==> config.mk <==
export PLATFORM = sky130hd
export DESIGN_NAME = lsu_top
export DESIGN_NICKNAME = d
export VERILOG_FILES = /design/src/design/lsu_pkg.sv /design/src/design/lsu_load_align.sv /design/src/design/lsu_agu.sv /design/src/design/lsu_mem_ctrl.sv /design/src/design/lsu_top.sv
export SDC_FILE = /design/constraint.sdc
export NUM_CORES = 1
export LEC_CHECK = 0
export BUFFER_PORTS_ARGS = -buffer_cell sky130_fd_sc_hd__buf_4
export CELL_PAD_IN_SITES_DETAIL_PLACEMENT = 1
export CELL_PAD_IN_SITES_GLOBAL_PLACEMENT = 1
export CORE_UTILIZATION = 30
export DETAILED_ROUTE_END_ITERATION = 8
export GPL_TIMING_DRIVEN = 1
export PLACE_DENSITY_LB_ADDON = 0.1
export SYNTH_ARGS = -nofsm -noshare
export SYNTH_HDL_FRONTEND = slang
export SYNTH_SLANG_ARGS = --single-unit
==> constraint.sdc <==
create_clock -name clk_i -period 5.2 [get_ports clk_i]
set_input_delay 0.78 -clock clk_i [delete_from_list [all_inputs] [get_ports clk_i]]
set_output_delay 0.78 -clock clk_i [all_outputs]
set_load 0.05 [all_outputs]
==> src/design/lsu_pkg.sv <==
package lsu_pkg;

  // ------------------------------------------------------------------------
  // Widths
  // ------------------------------------------------------------------------
  localparam int unsigned XLEN       = 32;
  localparam int unsigned NBYTES     = XLEN / 8;
  localparam int unsigned TRANS_ID_W = 3;

  // ------------------------------------------------------------------------
  // Operations
  // ------------------------------------------------------------------------
  // Loads first, stores after
  typedef enum logic [3:0] {
    LB  = 4'd0,
    LBU = 4'd1,
    LH  = 4'd2,
    LHU = 4'd3,
    LW  = 4'd4,
    SB  = 4'd5,
    SH  = 4'd6,
    SW  = 4'd7
  } lsu_op_e;

  // ------------------------------------------------------------------------
  // Memory sequencer
  // ------------------------------------------------------------------------
  // IDLE          waiting for a slot
  // REQ           req high, waiting for ack
  // WAIT_ACK_LOW  req dropped, waiting for ack to fall
  // DONE          one-cycle result pulse
  typedef enum logic [1:0] {
    IDLE         = 2'd0,
    REQ          = 2'd1,
    WAIT_ACK_LOW = 2'd2,
    DONE         = 2'd3
  } mem_state_e;

endpackage

==> src/design/lsu_load_align.sv <==
`timescale 1ns/1ns

module lsu_load_align (
  input  lsu_pkg::lsu_op_e          op_i,
  input  logic [1:0]                addr_lsb_i,
  input  logic [lsu_pkg::XLEN-1:0]  rdata_i,
  output logic [lsu_pkg::XLEN-1:0]  result_o
);

  import lsu_pkg::*;

  logic [XLEN-1:0] shifted;

  // Addressed byte or halfword moved down to lane 0
  assign shifted = rdata_i >> {addr_lsb_i, 3'b000};

  always_comb begin
    unique case (op_i)
      LB: begin
        result_o = {{(XLEN - 8){shifted[7]}}, shifted[7:0]};
      end
      LBU: begin
        result_o = {{(XLEN - 8){1'b0}}, shifted[7:0]};
      end
      LH: begin
        result_o = {{(XLEN - 16){shifted[15]}}, shifted[15:0]};
      end
      LHU: begin
        result_o = {{(XLEN - 16){1'b0}}, shifted[15:0]};
      end
      // LW and anything else pass the word unchanged
      default: begin
        result_o = rdata_i;
      end
    endcase
  end

endmodule

==> src/design/lsu_agu.sv <==
`timescale 1ns/1ns

module lsu_agu (
  input  logic                            clk_i,
  input  logic                            rst_ni,
  input  logic                            lsu_valid_i,
  input  lsu_pkg::lsu_op_e                op_i,
  input  logic [lsu_pkg::XLEN-1:0]        operand_a_i,
  input  logic [lsu_pkg::XLEN-1:0]        imm_i,
  input  logic [lsu_pkg::XLEN-1:0]        operand_b_i,
  input  logic [lsu_pkg::TRANS_ID_W-1:0]  trans_id_i,
  input  logic                            take_i,
  output logic                            lsu_ready_o,
  output logic                            slot_valid_o,
  output lsu_pkg::lsu_op_e                slot_op_o,
  output logic [lsu_pkg::XLEN-1:0]        slot_addr_o,
  output logic [lsu_pkg::NBYTES-1:0]      slot_be_o,
  output logic [lsu_pkg::XLEN-1:0]        slot_wdata_o,
  output logic [lsu_pkg::TRANS_ID_W-1:0]  slot_trans_id_o,
  output logic                            slot_misaligned_o
);

  import lsu_pkg::*;

  logic [XLEN-1:0]   addr;
  logic [1:0]        size;
  logic [NBYTES-1:0] be;
  logic [XLEN-1:0]   wdata;
  logic              misaligned;
  logic              accept;
  logic              full_q;
  logic              ready_en_q;

  // ------------------------------------------------------------------------
  // Address, size, byte enables
  // ------------------------------------------------------------------------
  assign addr = operand_a_i + imm_i;

  // 0 byte, 1 halfword, 2 word
  always_comb begin
    unique case (op_i)
      LB, LBU, SB: size = 2'd0;
      LH, LHU, SH: size = 2'd1;
      default:     size = 2'd2;
    endcase
  end

  always_comb begin
    unique case (size)
      2'd0:    be = 4'b0001 << addr[1:0];
      2'd1:    be = 4'b0011 << addr[1:0];
      default: be = 4'b1111;
    endcase
  end

  // Store data into its byte lanes
  assign wdata = operand_b_i << {addr[1:0], 3'b000};

  assign misaligned = ((size == 2'd1) && addr[0]) ||
                      ((size == 2'd2) && (addr[1:0] != 2'b00));

  // ------------------------------------------------------------------------
  // One-entry request register
  // ------------------------------------------------------------------------
  assign lsu_ready_o = ready_en_q && (!full_q || take_i);
  assign accept      = lsu_valid_i && lsu_ready_o;

  always_ff @(posedge clk_i or negedge rst_ni) begin
    if (!rst_ni) begin
      full_q     <= 1'b0;
      ready_en_q <= 1'b0;
    end else begin
      ready_en_q <= 1'b1;
      if (accept) begin
        full_q <= 1'b1;
      end else if (take_i) begin
        full_q <= 1'b0;
      end
    end
  end

  always_ff @(posedge clk_i) begin
    if (accept) begin
      slot_op_o         <= op_i;
      slot_addr_o       <= addr;
      slot_be_o         <= be;
      slot_wdata_o      <= wdata;
      slot_trans_id_o   <= trans_id_i;
      slot_misaligned_o <= misaligned;
    end
  end

  assign slot_valid_o = full_q;

endmodule

==> src/design/lsu_mem_ctrl.sv <==
`timescale 1ns/1ns

module lsu_mem_ctrl (
  input  logic                            clk_i,
  input  logic                            rst_ni,
  input  logic                            slot_valid_i,
  input  lsu_pkg::lsu_op_e                slot_op_i,
  input  logic [lsu_pkg::XLEN-1:0]        slot_addr_i,
  input  logic [lsu_pkg::NBYTES-1:0]      slot_be_i,
  input  logic [lsu_pkg::XLEN-1:0]        slot_wdata_i,
  input  logic [lsu_pkg::TRANS_ID_W-1:0]  slot_trans_id_i,
  input  logic                            slot_misaligned_i,
  input  logic                            mem_ack_i,
  input  logic [lsu_pkg::XLEN-1:0]        mem_rdata_i,
  output logic                            take_o,
  output logic                            mem_req_o,
  output logic                            mem_we_o,
  output logic [lsu_pkg::XLEN-1:0]        mem_addr_o,
  output logic [lsu_pkg::NBYTES-1:0]      mem_be_o,
  output logic [lsu_pkg::XLEN-1:0]        mem_wdata_o,
  output logic                            load_valid_o,
  output logic                            load_ex_o,
  output logic [lsu_pkg::TRANS_ID_W-1:0]  load_trans_id_o,
  output logic [lsu_pkg::XLEN-1:0]        load_result_o,
  output logic                            store_valid_o,
  output logic                            store_ex_o,
  output logic [lsu_pkg::TRANS_ID_W-1:0]  store_trans_id_o,
  output logic [lsu_pkg::XLEN-1:0]        store_result_o
);

  import lsu_pkg::*;

  mem_state_e            state_q;
  mem_state_e            state_d;
  lsu_op_e               op_q;
  logic [XLEN-1:0]       addr_q;
  logic [NBYTES-1:0]     be_q;
  logic [XLEN-1:0]       wdata_q;
  logic [TRANS_ID_W-1:0] trans_id_q;
  logic                  misaligned_q;
  logic [XLEN-1:0]       rdata_q;
  logic [XLEN-1:0]       load_value;
  logic                  is_store;
  logic                  done;

  assign is_store = op_q inside {SB, SH, SW};
  assign take_o   = (state_q == IDLE) && slot_valid_i;
  assign done     = (state_q == DONE);

  // ------------------------------------------------------------------------
  // Four-phase sequencer
  // ------------------------------------------------------------------------
  always_comb begin
    state_d = state_q;
    unique case (state_q)
      IDLE: begin
        // Misaligned slots never touch memory
        if (slot_valid_i) begin
          state_d = slot_misaligned_i ? DONE : REQ;
        end
      end
      REQ: begin
        if (mem_ack_i) begin
          state_d = WAIT_ACK_LOW;
        end
      end
      WAIT_ACK_LOW: begin
        if (!mem_ack_i) begin
          state_d = DONE;
        end
      end
      default: state_d = IDLE;
    endcase
  end

  always_ff @(posedge clk_i or negedge rst_ni) begin
    if (!rst_ni) begin
      state_q <= IDLE;
    end else begin
      state_q <= state_d;
    end
  end

  always_ff @(posedge clk_i) begin
    if (take_o) begin
      op_q         <= slot_op_i;
      addr_q       <= slot_addr_i;
      be_q         <= slot_be_i;
      wdata_q      <= slot_wdata_i;
      trans_id_q   <= slot_trans_id_i;
      misaligned_q <= slot_misaligned_i;
    end
    // Read word captured on the ack edge
    if ((state_q == REQ) && mem_ack_i) begin
      rdata_q <= mem_rdata_i;
    end
  end

  assign mem_req_o   = (state_q == REQ);
  assign mem_we_o    = is_store;
  assign mem_addr_o  = {addr_q[XLEN-1:2], 2'b00};
  assign mem_be_o    = be_q;
  assign mem_wdata_o = wdata_q;

  // ------------------------------------------------------------------------
  // Results
  // ------------------------------------------------------------------------
  lsu_load_align u_load_align (
    .op_i       (op_q),
    .addr_lsb_i (addr_q[1:0]),
    .rdata_i    (rdata_q),
    .result_o   (load_value)
  );

  assign load_valid_o     = done && !is_store;
  assign load_ex_o        = done && !is_store && misaligned_q;
  assign load_trans_id_o  = trans_id_q;
  assign load_result_o    = misaligned_q ? addr_q : load_value;

  // Faulting address on exception, zero otherwise
  assign store_valid_o    = done && is_store;
  assign store_ex_o       = done && is_store && misaligned_q;
  assign store_trans_id_o = trans_id_q;
  assign store_result_o   = misaligned_q ? addr_q : '0;

endmodule

==> src/design/lsu_top.sv <==
`timescale 1ns/1ns

module lsu_top (
  input  logic                            clk_i,
  input  logic                            rst_ni,
  // Issue side
  input  logic                            lsu_valid_i,
  output logic                            lsu_ready_o,
  input  lsu_pkg::lsu_op_e                op_i,
  input  logic [lsu_pkg::XLEN-1:0]        operand_a_i,
  input  logic [lsu_pkg::XLEN-1:0]        imm_i,
  input  logic [lsu_pkg::XLEN-1:0]        operand_b_i,
  input  logic [lsu_pkg::TRANS_ID_W-1:0]  trans_id_i,
  // Memory side
  output logic                            mem_req_o,
  output logic                            mem_we_o,
  output logic [lsu_pkg::XLEN-1:0]        mem_addr_o,
  output logic [lsu_pkg::NBYTES-1:0]      mem_be_o,
  output logic [lsu_pkg::XLEN-1:0]        mem_wdata_o,
  input  logic                            mem_ack_i,
  input  logic [lsu_pkg::XLEN-1:0]        mem_rdata_i,
  // Results
  output logic                            load_valid_o,
  output logic                            load_ex_o,
  output logic [lsu_pkg::TRANS_ID_W-1:0]  load_trans_id_o,
  output logic [lsu_pkg::XLEN-1:0]        load_result_o,
  output logic                            store_valid_o,
  output logic                            store_ex_o,
  output logic [lsu_pkg::TRANS_ID_W-1:0]  store_trans_id_o,
  output logic [lsu_pkg::XLEN-1:0]        store_result_o
);

  import lsu_pkg::*;

  logic                  slot_valid;
  lsu_op_e               slot_op;
  logic [XLEN-1:0]       slot_addr;
  logic [NBYTES-1:0]     slot_be;
  logic [XLEN-1:0]       slot_wdata;
  logic [TRANS_ID_W-1:0] slot_trans_id;
  logic                  slot_misaligned;
  logic                  take;

  lsu_agu u_agu (
    .clk_i             (clk_i),
    .rst_ni            (rst_ni),
    .lsu_valid_i       (lsu_valid_i),
    .op_i              (op_i),
    .operand_a_i       (operand_a_i),
    .imm_i             (imm_i),
    .operand_b_i       (operand_b_i),
    .trans_id_i        (trans_id_i),
    .take_i            (take),
    .lsu_ready_o       (lsu_ready_o),
    .slot_valid_o      (slot_valid),
    .slot_op_o         (slot_op),
    .slot_addr_o       (slot_addr),
    .slot_be_o         (slot_be),
    .slot_wdata_o      (slot_wdata),
    .slot_trans_id_o   (slot_trans_id),
    .slot_misaligned_o (slot_misaligned)
  );

  lsu_mem_ctrl u_mem_ctrl (
    .clk_i             (clk_i),
    .rst_ni            (rst_ni),
    .slot_valid_i      (slot_valid),
    .slot_op_i         (slot_op),
    .slot_addr_i       (slot_addr),
    .slot_be_i         (slot_be),
    .slot_wdata_i      (slot_wdata),
    .slot_trans_id_i   (slot_trans_id),
    .slot_misaligned_i (slot_misaligned),
    .mem_ack_i         (mem_ack_i),
    .mem_rdata_i       (mem_rdata_i),
    .take_o            (take),
    .mem_req_o         (mem_req_o),
    .mem_we_o          (mem_we_o),
    .mem_addr_o        (mem_addr_o),
    .mem_be_o          (mem_be_o),
    .mem_wdata_o       (mem_wdata_o),
    .load_valid_o      (load_valid_o),
    .load_ex_o         (load_ex_o),
    .load_trans_id_o   (load_trans_id_o),
    .load_result_o     (load_result_o),
    .store_valid_o     (store_valid_o),
    .store_ex_o        (store_ex_o),
    .store_trans_id_o  (store_trans_id_o),
    .store_result_o    (store_result_o)
  );

endmodule

Word-level counts from Yosys, hierarchy flattened
Cells that the tools add are included.

Reduce and logical (&&, ||, !) cells: 24. Equal/unequal tests: 19. Div/mod/pow operators: 0. Shifts and indexed selects: 4. Magnitude comparators: 0. $add $sub $neg: 1. Bitwise operators: 0. Muxes and demuxes: 12. Multiply operators: 0.

Operators by type and width (number): case mux 32 bit (4 select lines) (1); two-way mux 32 bit (2); adder 32 bit (1); left shift 32 x 5 -> 32 bit (1); >> shifter 32 x 5 -> 16 bit (1); == test 4 x 3 -> 1 bit, second input constant (5); == test 4 x 2 -> 1 bit, second input constant (4); logical AND 1 bit (10); == test 4 x 1 -> 1 bit, second input constant (2); zero test 4 bit (2); two-way mux 2 bit (4); case mux 4 bit (2 select lines) (1); == test 2 bit, second input constant (3); case mux 2 bit (3 select lines) (1); OR reduction 3 bit (2); == test 2 x 1 -> 1 bit, second input constant (2); zero test 2 bit (2); != test 2 bit, second input constant (2); case mux 2 bit (2 select lines) (1); nonzero test 2 bit (2); left shift 1 x 2 -> 4 bit, first input constant (1); left shift 2 x 2 -> 4 bit, first input constant (1); AND reduction 3 bit (1); nonzero test 3 bit (1); other kinds (4) (7).

Memory bits (read-only): 0. Output and inout port bits: 145. Latch bits: 0. Word-level logic and storage cells: 76. RAM bits: 0. Memories: 0. Bits of input ports: 139. Bits in registers: 188.

Longest topological paths before layout
Gate-level depths: netlist (run 1).

Depth in word-level cells: 6. Mapped depth: 10. Depth with buffers taken out: 10.

Modules after synthesis
Synthesis (run 1) repeated with hierarchy kept, for this count alone.

Cells, all modules: 823. Area, all modules: 10221.1 sq um.

By module, submodules not included: lsu_agu (cells an instance 453, times used 1, area each 4908.5 sq um); lsu_mem_ctrl (cells an instance 241, times used 1, area each 4405.5 sq um); lsu_load_align (cells an instance 129, times used 1, area each 907.1 sq um).

Least setup slack after synthesis (run 1)
No wires, ideal clock.

Path kind: reg-to-output. Start: reg u_mem_ctrl.addr_q[1]. End: out load_result_o[21] (netlist bit). Arrival: 2.407 ns. Setup slack: 2.013 ns. Stages on the path, launching flop included: 11. Path through: edfxtp_1 > buf_2 > nor2b_1 > clkbuf_1 > nand2_1 > o21ai_0 > a22oi_1 > nor3_1 > nor2_1 > clkbuf_1 > a2bb2oi_1.

Word-level cells in the longest chain between the ends: 3.

Ends and longest elaborated chain: start: declaration (line lsu_mem_ctrl.sv:36) `logic [XLEN-1:0] addr_q;`; start signal: assignment (line lsu_mem_ctrl.sv:87) `addr_q <= slot_addr_i;`; >> shifter 32 x 5 -> 16 bit (line lsu_load_align.sv:15) `assign shifted = rdata_i >> {addr_lsb_i, 3'b000};`; case mux 32 bit (4 select lines) (line lsu_load_align.sv:18) `unique case (op_i)`; two-way mux 32 bit (line lsu_mem_ctrl.sv:118) `assign load_result_o = misaligned_q ? addr_q : load_value;`; end: declaration (line lsu_top.sv:26) `output logic [lsu_pkg::XLEN-1:0] load_result_o,`.

No other way between the ends.

Final worst setup path (run 1)
Start: reg u_mem_ctrl.addr_q[1]. End: out load_result_o[8] (netlist bit).

The elaborated chain is that of the path after synthesis.

==> results of run 1 <==
-- worst max-delay path, stage by stage (launching register included) --
cell and delay, ns:
edfxtp_1 0.81, mux2i_1 0.20, a21oi_1 0.27, nor4b_2 0.89, a211oi_1 0.26, o21bai_1 0.21
buf_4 0.22
-- area by class of cell --
type / instances / area [µm²] / area share (%)
Multi-Input combinational cell: 487 / 3220 / 26.5
Clock inverter: 15 / 199 / 1.64
Inverter: 9 / 33.8 / 0.278
Tap cell: 390 / 488 / 4.02
Antenna cell: 1 / 2.50 / 0.0206
Timing Repair Buffer: 287 / 2150 / 17.7
Clock buffer: 17 / 425 / 3.50
Sequential cell: 188 / 5630 / 46.3
-- cells in the final DEF (no fill, tap or decap), drive strengths merged, types with 3 or more instances in the layout --
cell type and instances:
xor2 15, clkbuf 17, clkinv 5, and3 4, o21bai 10, mux2i 27, nor2 67, a211oi 19
dfrtp 4, inv 19, a2bb2oi 16, conb 3, edfxtp 184, and2 46, a21boi 3, o21ai 33
o21a 6, buf 287, nor2b 15, nand3 3, a31oi 4, nand4 5, xnor2 15, a21o 18
ha 36, a21oi 50, o31ai 3, nand2 65, a2111oi 3
-- through the flow --
step / cells / cell area, µm² / util, % / power [W] / hold WS (ns)
6_report: 1394 / 12200 / 40.6 / 0.00615 / 0.134
5_1_grt: 1393 / 12100 / 40.6 / 0.00642 / 0.103
4_1_cts: 1393 / 12100 / 40.6 / 0.00624 / 0.106
3_5_place_dp: 1361 / 11500 / 38.5 / 0.00487 / 0.405
3_3_place_gp: 1361 / 11500 / 38.5 / 0.00485 / 0.400
2_1_floorplan: 747 / 9240 / - / 0.00403 / 0.400
-- state kept, by name (all words and copies together) (netlist names), 3 cells and up --
| register | count |
|---|---|
| u_agu.slot_addr_o | 32 |
| u_agu.slot_wdata_o | 32 |
| u_mem_ctrl.addr_q | 32 |
| u_mem_ctrl.mem_wdata_o | 32 |
| u_mem_ctrl.rdata_q | 32 |
| u_agu.slot_be_o | 4 |
| u_agu.slot_op_o | 4 |
| u_mem_ctrl.mem_be_o | 4 |
| u_mem_ctrl.op_q | 4 |
| u_agu.slot_trans_id_o | 3 |
| u_mem_ctrl.load_trans_id_o | 3 |
-- kinds of logic (layout without fill, tap and decap cells) --
| kind of cell | after synthesis | after routing | share of synthesized area (%) |
|---|---|---|---|
| other | 2 | 4 | 0.0813 |
| buffers and inverters | 72 | 328 | 4.36 |
| adder cells (fa/ha/maj) | 37 | 37 | 5.09 |
| XOR/XNOR | 30 | 30 | 2.84 |
| AND/OR/NAND/NOR | 215 | 215 | 11.1 |
| AO/OA/AOI/OAI | 175 | 175 | 12.7 |
| flip-flops | 188 | 188 | 60.9 |
| multiplexers | 27 | 27 | 2.93 |
-- path summary, 6_finish.rpt --
path	from	to	cells past startpoint
max	u_mem_ctrl.addr_q[1]	load_result_o[8]	6
min	rst_ni	u_agu.ready_en_q	1
max reg2reg	u_mem_ctrl.state_q[0]	u_agu.slot_wdata_o[22]	6
min reg2reg	u_agu.slot_trans_id_o[0]	u_mem_ctrl.load_trans_id_o[0]	0
max in group asynchronous	rst_ni	u_mem_ctrl.state_q[0]	1
min in group clk_i	u_agu.slot_trans_id_o[0]	u_mem_ctrl.load_trans_id_o[0]	0
-- cells in the mapped netlist (2+ instances only) --
cell	instances
o21bai_1	10
xor2_1	15
nand2_1	65
o21a_1	6
a2111oi_2	2
a21oi_1	49
o21ai_0	27
xnor2_1	15
o31ai_1	3
nor3_1	2
a22oi_1	2
buf_1	3
inv_1	9
a31oi_1	4
a21boi_0	3
and2_1	46
o221ai_1	2
nor2b_1	15
clkbuf_1	24
a2bb2oi_1	16
conb_1	2
nand2b_1	2
ha_1	36
dfrtp_1	4
and3_1	4
a211oi_1	19
buf_4	35
a21o_1	17
nand4_1	5
a211o_1	2
nand3_1	3
mux2i_1	27
edfxtp_1	184
nor2_1	67
o21ai_1	5
-- per-layer routing --
layer,share of wire [%],vias up
met5,0,-
met4,1.8,0
met3,5.8,22
met2,49,188
met1,43,3177
li1,-,3202
-- report_power, final --
part / switching, W / internal (W)
registers: 0.000174 / 0.00207
clock network: 0.000679 / 0.000669
logic: 0.00182 / 0.000740
==> run_results.csv, run 1 <==
group,metric,value,unit
outcome,status,"complete, no violations",
synth,yosysSeqAreaShare,60.9,%
grt,grt.busiest_layer,"met2",
grt,grt_first_pass_wirelength,41400,µm
worst_hold_path,min_path_type,"in -> async",
timing,hold_violations,0,
cts,cts_resized,0,
placed_design,preCtsSetupSlack,1.62,ns
grt,first_global_vias,6867,
die,design.core.area,30000,µm²
placed_design,dp_hpwl,21700,µm
setup_path,rrSetupSlack,2.69,ns
placed_design,place.gp.congestion,0.812,
cts,cts_made_buffers,17,
cts,holdBufCountCts,0,
grt,grt_usage,18.0,%
die,die_y,177,µm
synth,synth_warnings,0,
drt,vias_per_cell,4.73,
synth,synth_area_leader_cell,"edfxtp_1",
cts,h-tree-depth,4,
setup_path,cp_data_required_time,4.42,ns
timing,worst_pin_slew,1.10,ns
synth,syn_avg_cell_area,12.4,µm²
cts,cts_tree,"yes",
timing,setup_viol,0,
timing,fin_ws,1.13,ns
timing,tns,0,ns
setup_path,critPathCaptureType,"output port",
die,die_w,177,µm
timing,rsz0062_at_grt,"false",
timing,relSlewSlack,26.7,%
power,p_per_area,506,nW/µm²
timing,timing.final.crit_share,78.4,%
die,ios,284,
grt,gr-usage-met3,4.13,%
synth,syn_area,9240,µm²
synth,synth-edff-count,184,
timing,skew,0.0141,ns
setup_path,worst_ep_arrival_time,3.29,ns
layout,drive_gt1_share,33.1,%
cts,clock_path_buffers,2,
layout,fin_nets,1166,
synth,synth_top_area_share,59.8,%
setup_path,worstPathMaxFanout,17,
timing,maxClockFrequency,245,MHz
synth,synth_area_leaders,"edfxtp_1, ha_1, and2_1, mux2i_1, buf_4",
power,ir_drop,0.214,mV
run,cap_violations,0,
grt,grt_max_degree,77,
synth,syn_inst,746,
cts,clk_pin_slew,0.08,ns
setup_path,critPathKind,"reg -> out",
power,p_leak,4.94,nW
grt,grt_overflow,0,
synth,yosys_most_used_dff,"edfxtp_1",
timing,period_minus_slack,4.07,ns
synth,async_flop_share,2.13,%
drt,routedWlPerCell,20.4,µm
cts,clock_latency,0.42,ns
synth,synth_cell_types,51,
cts,clk_root_buffer_cell,"clkbuf_16",
timing,finalMaxSlewViolations,0,
die,dieArea,31500,µm²
drt,firstDrtPassIters,4,
drt,antenna_left,0,
synth,ys_seq_elements,188,
grt,grt_use_met1,22.9,%
grt,antenna_found_initial,1,
cts,clock_sinks,188,
layout,fillers,3275,
setup_path,critPathLaunchType,"flip-flop",
grt,grt_use_met2,30.0,%
placed_design,portBuffers,281,
cts,post-cts-setup-buffers,0,
die,num_rows,63,
drt,drt_wl_total,28400,µm
layout,area_delta_synth_final,31.5,%
drt,drc,0,
drt,vias,6589,
drt,drtIter0Drc,382,
die,floorplan.initialDensity,30.8,%
(Power assumes the default switching activity.)
==> inputs of run 2 (changes only) <==
Settings changed: ABC_AREA from default to 1.
Clock period 5.2 ns to 3.6 ns, I/O delays scaled along.
==> run 2 against run 1 <==
  * Global-route usage is 0.85 points higher
  * Critical endpoint is now load_result_o[15]
  * Clock skew is 0.0053 ns lower
  * Highest routed layer unchanged
  * Largest cell class unchanged
  * Hold slack gained 0.14 ns
  * Largest power group unchanged
==> run_results.csv, run 2 <==
group,metric,value,unit
placed_design,portBuffers,281,
layout,final_cell_mix,"nand2_1, buf_4, inv_1",
worst_hold_path,hold_depth,1,
timing,maxClockFrequency,298,MHz
placed_design,place.gp.congestion,0.855,
synth,synth_top_area_share,54.4,%
timing,tns,0,ns
layout,diodes,0,
die,num_rows,67,
worst_hold_path,hold_path_end,"u_agu.slot_trans_id_o[1]",
layout,fillers,3952,
worst_hold_path,min_path_type,"in -> reg",
drt,vias,8317,
layout,area_delta_synth_final,29.2,%
setup_path,critPathKind,"reg -> out",
synth,yosys_most_used_dff,"edfxtp_1",
layout,final_common_cell,"nand2_1",
placed_design,preCtsSetupSlack,0.757,ns
synth,synth_area_leaders,"edfxtp_1, nand2_1, inv_1, ha_1, nor2_1",
setup_path,r2r-start,"u_mem_ctrl.state_q[0]",
worst_hold_path,min_from,"trans_id_i[1]",
setup_path,worstPathMaxFanout,20,
grt,grt_usage,18.8,%
outcome,status,"complete, no violations",
die,die_y,186,µm
layout,drive_gt1_share,23.7,%
synth,ys_seq_elements,188,
power,ir_drop,0.319,mV
synth,synth_most_common_cell,"nand2_1",
die,ios,284,
layout,utilization,39.2,%
synth,async_flop_share,2.13,%
die,design.core.area,33400,µm²
power,p_per_area,702,nW/µm²
cts,clock_path_buffers,2,
cts,cts_made_buffers,17,
placed_design,dp_cells,1828,
run,cap_violations,0,
setup_path,critPathCaptureType,"output port",
die,die_w,186,µm
layout,fin_nets,1576,
synth,synth_area_leader_cell,"edfxtp_1",
synth,synth-edff-count,184,
grt,antenna_found_initial,0,
cts,post-cts-setup-buffers,0,
timing,period_minus_slack,3.35,ns
grt,grt_max_degree,54,
cts,clock_sinks,188,
timing,timing.final.crit_share,93.1,%
die,floorplan.initialDensity,30.4,%
timing,worst_pin_slew,0.728,ns
cts,clk_root_buffer_cell,"clkbuf_16",
timing,setup_viol,0,
synth,synth_cell_types,37,
layout,stdcell_count,1861,
setup_path,rrSetupSlack,1.46,ns
timing,finalMaxSlewViolations,0,
timing,hold_violations,0,
cts,clk_pin_slew,0.07,ns
drt,drc,0,
timing,hold_ws,0.276,ns
drt,vias_per_cell,4.47,
setup_path,slowest_stage,"edfxtp_1",
cts,holdBufCountCts,1,
grt,grt_first_pass_wirelength,47800,µm
setup_path,cp_slowest_stage_delay,0.67,ns
setup_path,cp-startpoint,"u_mem_ctrl.addr_q[0]",
setup_path,crit_family,"flip-flops",
timing,rsz0062_at_grt,"false",
cts,cts_resized,0,
grt,first_global_vias,8200,
setup_path,worst_ep_arrival_time,2.81,ns
synth,syn_area,10200,µm²
cts,cts_tree,"yes",
timing,relSlewSlack,51.4,%
timing,fin_ws,0.249,ns
grt,grt_overflow,0,
setup_path,ff2ff_path_depth,5,
setup_path,timing.rr.end,"u_agu.slot_addr_o[4]",
synth,synth_commonest_cells,"nand2_1, inv_1, edfxtp_1",
synth,syn_avg_cell_area,8.87,µm²
drt,routedWlPerCell,17.3,µm
drt,antenna_left,0,
synth,yosysSeqAreaShare,55.4,%
cts,clock_latency,0.44,ns
synth,synth_warnings,0,
setup_path,path_cells,"inv_2 -> nand2_1 -> o21ai_1 -> nand2_1 -> nand2_1 -> o21ai_0 -> nand2_1 -> buf_4",
setup_path,cp_data_required_time,3.06,ns
drt,firstDrtPassIters,4,
setup_path,critPathLaunchType,"flip-flop",
die,dieArea,34600,µm²
drt,drtIter0Drc,362,
setup_path,crit_top_cell,"nand2_1",
power,p_leak,6.38,nW
placed_design,dp_hpwl,25800,µm
cts,h-tree-depth,4,
setup_path,crit_buf_inv,2,
timing,skew,0.00875,ns
drt,drt_wl_total,32200,µm
synth,syn_inst,1145,
## run 2: changes by cell type in the layout (fill, tap and decap cells not counted), moves of 27 or more
cell     before  now
nand2_1      65  362
inv_1         9  191
and2_1       45    0
nor2_1       67  102
nand3_1       3   34
mux2i_1      27    0
## run 2: worst reg2reg max path, cell delays in order, from the launching register on
cell	delay, ns
dfrtp_1	0.42
inv_1	0.11
ha_1	0.28
nor2_1	0.13
nor3_4	0.17
buf_4	0.61
## run 2: metrics by stage
stage / area (µm²) / power (W)
after floorplan: 10200 / 0.00617
after CTS: 13100 / 0.00933
after detailed placement: 12600 / 0.00752
after global routing: 13100 / 0.00967
after global placement: 12600 / 0.00748
final: 13100 / 0.00921
## run 2: cell families after synthesis
| family | count (synthesis) | share of synthesized area (%) |
|---|---|---|
| compound gates | 131 | 7.56 |
| fa+ha+maj | 37 | 4.63 |
| buf+inv | 254 | 10.9 |
| xor+xnor | 16 | 1.38 |
| other cells | 2 | 0.0739 |
| flops | 188 | 55.4 |
| simple gates | 517 | 20.1 |
## run 2: layout make-up
class,count,area [µm²],area share (%)
clock buffer,18,429,3.27
multi-input combinational,704,3440,26.2
tap,448,561,4.27
sequential,188,5630,42.9
inverter,196,737,5.62
clock inverter,14,128,0.972
timing repair buffer,293,2200,16.8
## run 2: routing by layer
| layer | part of all wire [%] | vias up | global-route usage (%) |
|---|---|---|---|
| met5 | 0 | - | 0 |
| met3 | 3.6 | 32 | 2.66 |
| met4 | 2.3 | 0 | 6.10 |
| li1 | - | 4166 | - |
| met2 | 51 | 177 | 33.2 |
| met1 | 43 | 3942 | 23.5 |
## run 2: how the worst max path moves through the flow
stage	end	slack, ns	cells after the start
after floorplan	u_agu.slot_addr_o[0]	0.55	4
after global placement	load_result_o[19]	0.86	8
after detailed placement	load_result_o[17]	0.76	8
after CTS	load_result_o[17]	0.26	8
after global routing	load_result_o[18]	0.06	8
final	load_result_o[15]	0.25	8
## run 2: power by group
group | total, W | internal [W] | switching, W
Clock | 0.00179 | 0.000910 | 0.000881
Combinational | 0.00419 | 0.00109 | 0.00309
Sequential | 0.00323 | 0.00302 | 0.000214
Total | 0.00921 | 0.00502 | 0.00419
==> inputs of run 3 (changes only) <==
--- a/config.mk
+++ b/config.mk
@@ -13,5 +13,5 @@
 export DETAILED_ROUTE_END_ITERATION = 8
 export GPL_TIMING_DRIVEN = 1
-export PLACE_DENSITY_LB_ADDON = 0.1
+export PLACE_DENSITY_LB_ADDON = 0.12
 export SYNTH_ARGS = -nofsm -noshare
 export SYNTH_HDL_FRONTEND = slang
==> constraint.sdc (replaced) <==
create_clock -name clk_i -period 3.6 [get_ports clk_i]
set_input_delay 0.54 -clock clk_i [delete_from_list [all_inputs] [get_ports clk_i]]
set_output_delay 0.54 -clock clk_i [all_outputs]
set_load 0.01 [all_outputs]
==> run 3 against run 2 <==
  * The flow now finishes with violations (design-rule violations)
  * Count of clock-buffer cells in the layout stayed put
  * Critical path depth stayed put
  * Register-to-register slack better by 0.04 ns
  * Hold slack hardly changed
  * Largest power group is now sequential cells
==> run_results.csv, run 3 (synthesized netlist as in run 2, its figures left out) <==
group,metric,value,unit
power,p_per_area,594,nW/µm²
power,p_leak,6.40,nW
timing,period_minus_slack,3.21,ns
drt,firstDrtPassIters,8,
layout,diodes,0,
setup_path,r2r-start,"u_mem_ctrl.state_q[1]",
cts,clock_latency,0.43,ns
outcome,violations,"design-rule violations",
cts,clk_pin_slew,0.07,ns
drt,drt_wl_total,31800,µm
layout,area_delta_synth_final,29.3,%
cts,clk_root_buffer_cell,"clkbuf_16",
die,dieArea,34600,µm²
grt,grt_usage,18.4,%
cts,cts_tree,"yes",
layout,fillers,3963,
timing,hold_violations,0,
setup_path,worstPathMaxFanout,20,
run,cap_violations,0,
drt,vias,8265,
die,die_y,186,µm
worst_hold_path,min_path_type,"in -> reg",
drt,antenna_left,0,
timing,finalMaxSlewViolations,0,
cts,h-tree-depth,4,
drt,routedWlPerCell,17.1,µm
timing,timing.final.crit_share,89.2,%
layout,fin_nets,1574,
layout,seq_area,5630,µm²
layout,drive_gt1_share,23.6,%
power,p_sw,0.00280,W
power,swShare,35.8,%
cts,cts_made_buffers,17,
grt,antenna_found_initial,0,
setup_path,worst_ep_arrival_time,2.67,ns
timing,maxClockFrequency,311,MHz
grt,grt_max_degree,43,
timing,worst_pin_slew,1.02,ns
power,seqPwrFrac,41.5,%
placed_design,dp_hpwl,25800,µm
timing,rsz0062_at_grt,"false",
setup_path,ff2ff_path_depth,5,
die,num_rows,67,
setup_path,crit_path_end,"load_result_o[16]",
setup_path,critPathCaptureType,"output port",
setup_path,critPathKind,"reg -> out",
setup_path,cp-startpoint,"u_mem_ctrl.addr_q[0]",
setup_path,cp_data_required_time,3.06,ns
timing,tns,0,ns
drt,vias_per_cell,4.45,
layout,final_cell_mix,"nand2_1, buf_4, inv_1",
power,ir_drop,0.310,mV
layout,final_common_cell,"nand2_1",
die,design.core.area,33400,µm²
outcome,status,"finished, violations left",
grt,grt_overflow,0,
power,power,0.00781,W
die,floorplan.initialDensity,30.4,%
placed_design,place.gp.congestion,0.898,
drt,drtIter0Drc,446,
power,comb_power_share,35.0,%
grt,grt_first_pass_wirelength,47400,µm
timing,setup_viol,0,
setup_path,critPathLaunchType,"flip-flop",
setup_path,timing.rr.end,"u_agu.slot_addr_o[9]",
power,clkPwrFrac,23.5,%
timing,skew,0.00928,ns
die,ios,284,
cts,clock_sinks,188,
cts,cts_resized,0,
timing,relSlewSlack,31.8,%
cts,clock_path_buffers,2,
layout,multi_input_area,3440,µm²
setup_path,rrSetupSlack,1.50,ns
placed_design,portBuffers,281,
grt,first_global_vias,8233,
drt,drc,2,
power,p_int,0.00501,W
die,die_w,186,µm
-- run 3: changes by cell type in the layout (fill, tap and decap cells not counted), sizes merged --
cell	change
buf	-2
clkinv	+2
inv	+1
clkinvlp	-3
-- run 3: metal layers --
| layer | GRT usage [%] | share of wire [%] | routed length [µm] |
|---|---|---|---|
| met3 | 2.52 | 3.6 | 1150 |
| met2 | 31.4 | 49 | 15600 |
| met1 | 24.2 | 45 | 14500 |
| met5 | 0 | 0 | 0 |
| met4 | 5.25 | 1.8 | 563 |
-- run 3: power by group through the flow --
stage          Clock (W)  Combinational [W]  Sequential (W)
5_1_grt          0.00196            0.00302         0.00328
6_report         0.00184            0.00273         0.00324
4_1_cts          0.00189            0.00279         0.00325
3_3_place_gp           0            0.00275         0.00328
3_5_place_dp           0            0.00278         0.00329
2_1_floorplan          0            0.00147         0.00327
-- run 3: metrics by stage --
stage,area (µm²),std cells,hold slack (ns),setup WS [ns],util (%)
global route,13100,1859,0.255,0.188,39.3
CTS,13100,1859,0.255,0.400,39.3
finish,13100,1859,0.276,0.388,39.3
detailed placement,12600,1826,0.339,0.882,37.5
floorplan,10200,1146,0.244,0.551,-
global placement,12600,1826,0.339,0.999,37.5
-- run 3: layout make-up --
class | instances | area share (%)
inverters | 196 | 5.61
multi-input cells | 704 | 26.2
well taps | 448 | 4.27
flip-flops and latches | 188 | 42.8
clock inverters | 14 | 1.13
clock buffers | 18 | 3.27
repair buffers | 291 | 16.7
-- run 3: worst max-delay path: stages (launching register included) --
cell	delay [ns]
edfxtp_1	0.60
inv_2	0.35
nand2_1	0.27
o21ai_1	0.26
nand2_1	0.12
nand2_4	0.21
o21ai_0	0.17
nand2_1	0.14
buf_4	0.12
-- run 3: worst min path at each step --
stage,from,endpoint,slack (ns),cells past startpoint
global route,trans_id_i[1],u_agu.slot_trans_id_o[1],0.26,1
CTS,trans_id_i[2],u_agu.slot_trans_id_o[2],0.26,1
floorplan,rst_ni,u_agu.ready_en_q,0.24,0
finish,trans_id_i[2],u_agu.slot_trans_id_o[2],0.28,1
detailed placement,rst_ni,u_agu.slot_valid_o,0.34,1
global placement,rst_ni,u_agu.slot_valid_o,0.34,1
-- run 3: what timing repair did --
| item | 4_1_cts | 5_1_grt |
|---|---|---|
| hold buffers | 1 | 0 |
| endpoints found under the setup margin | 0 | 0 |
| buffers inserted | 0 | 0 |
| endpoints found under the hold margin | 4 | 0 |
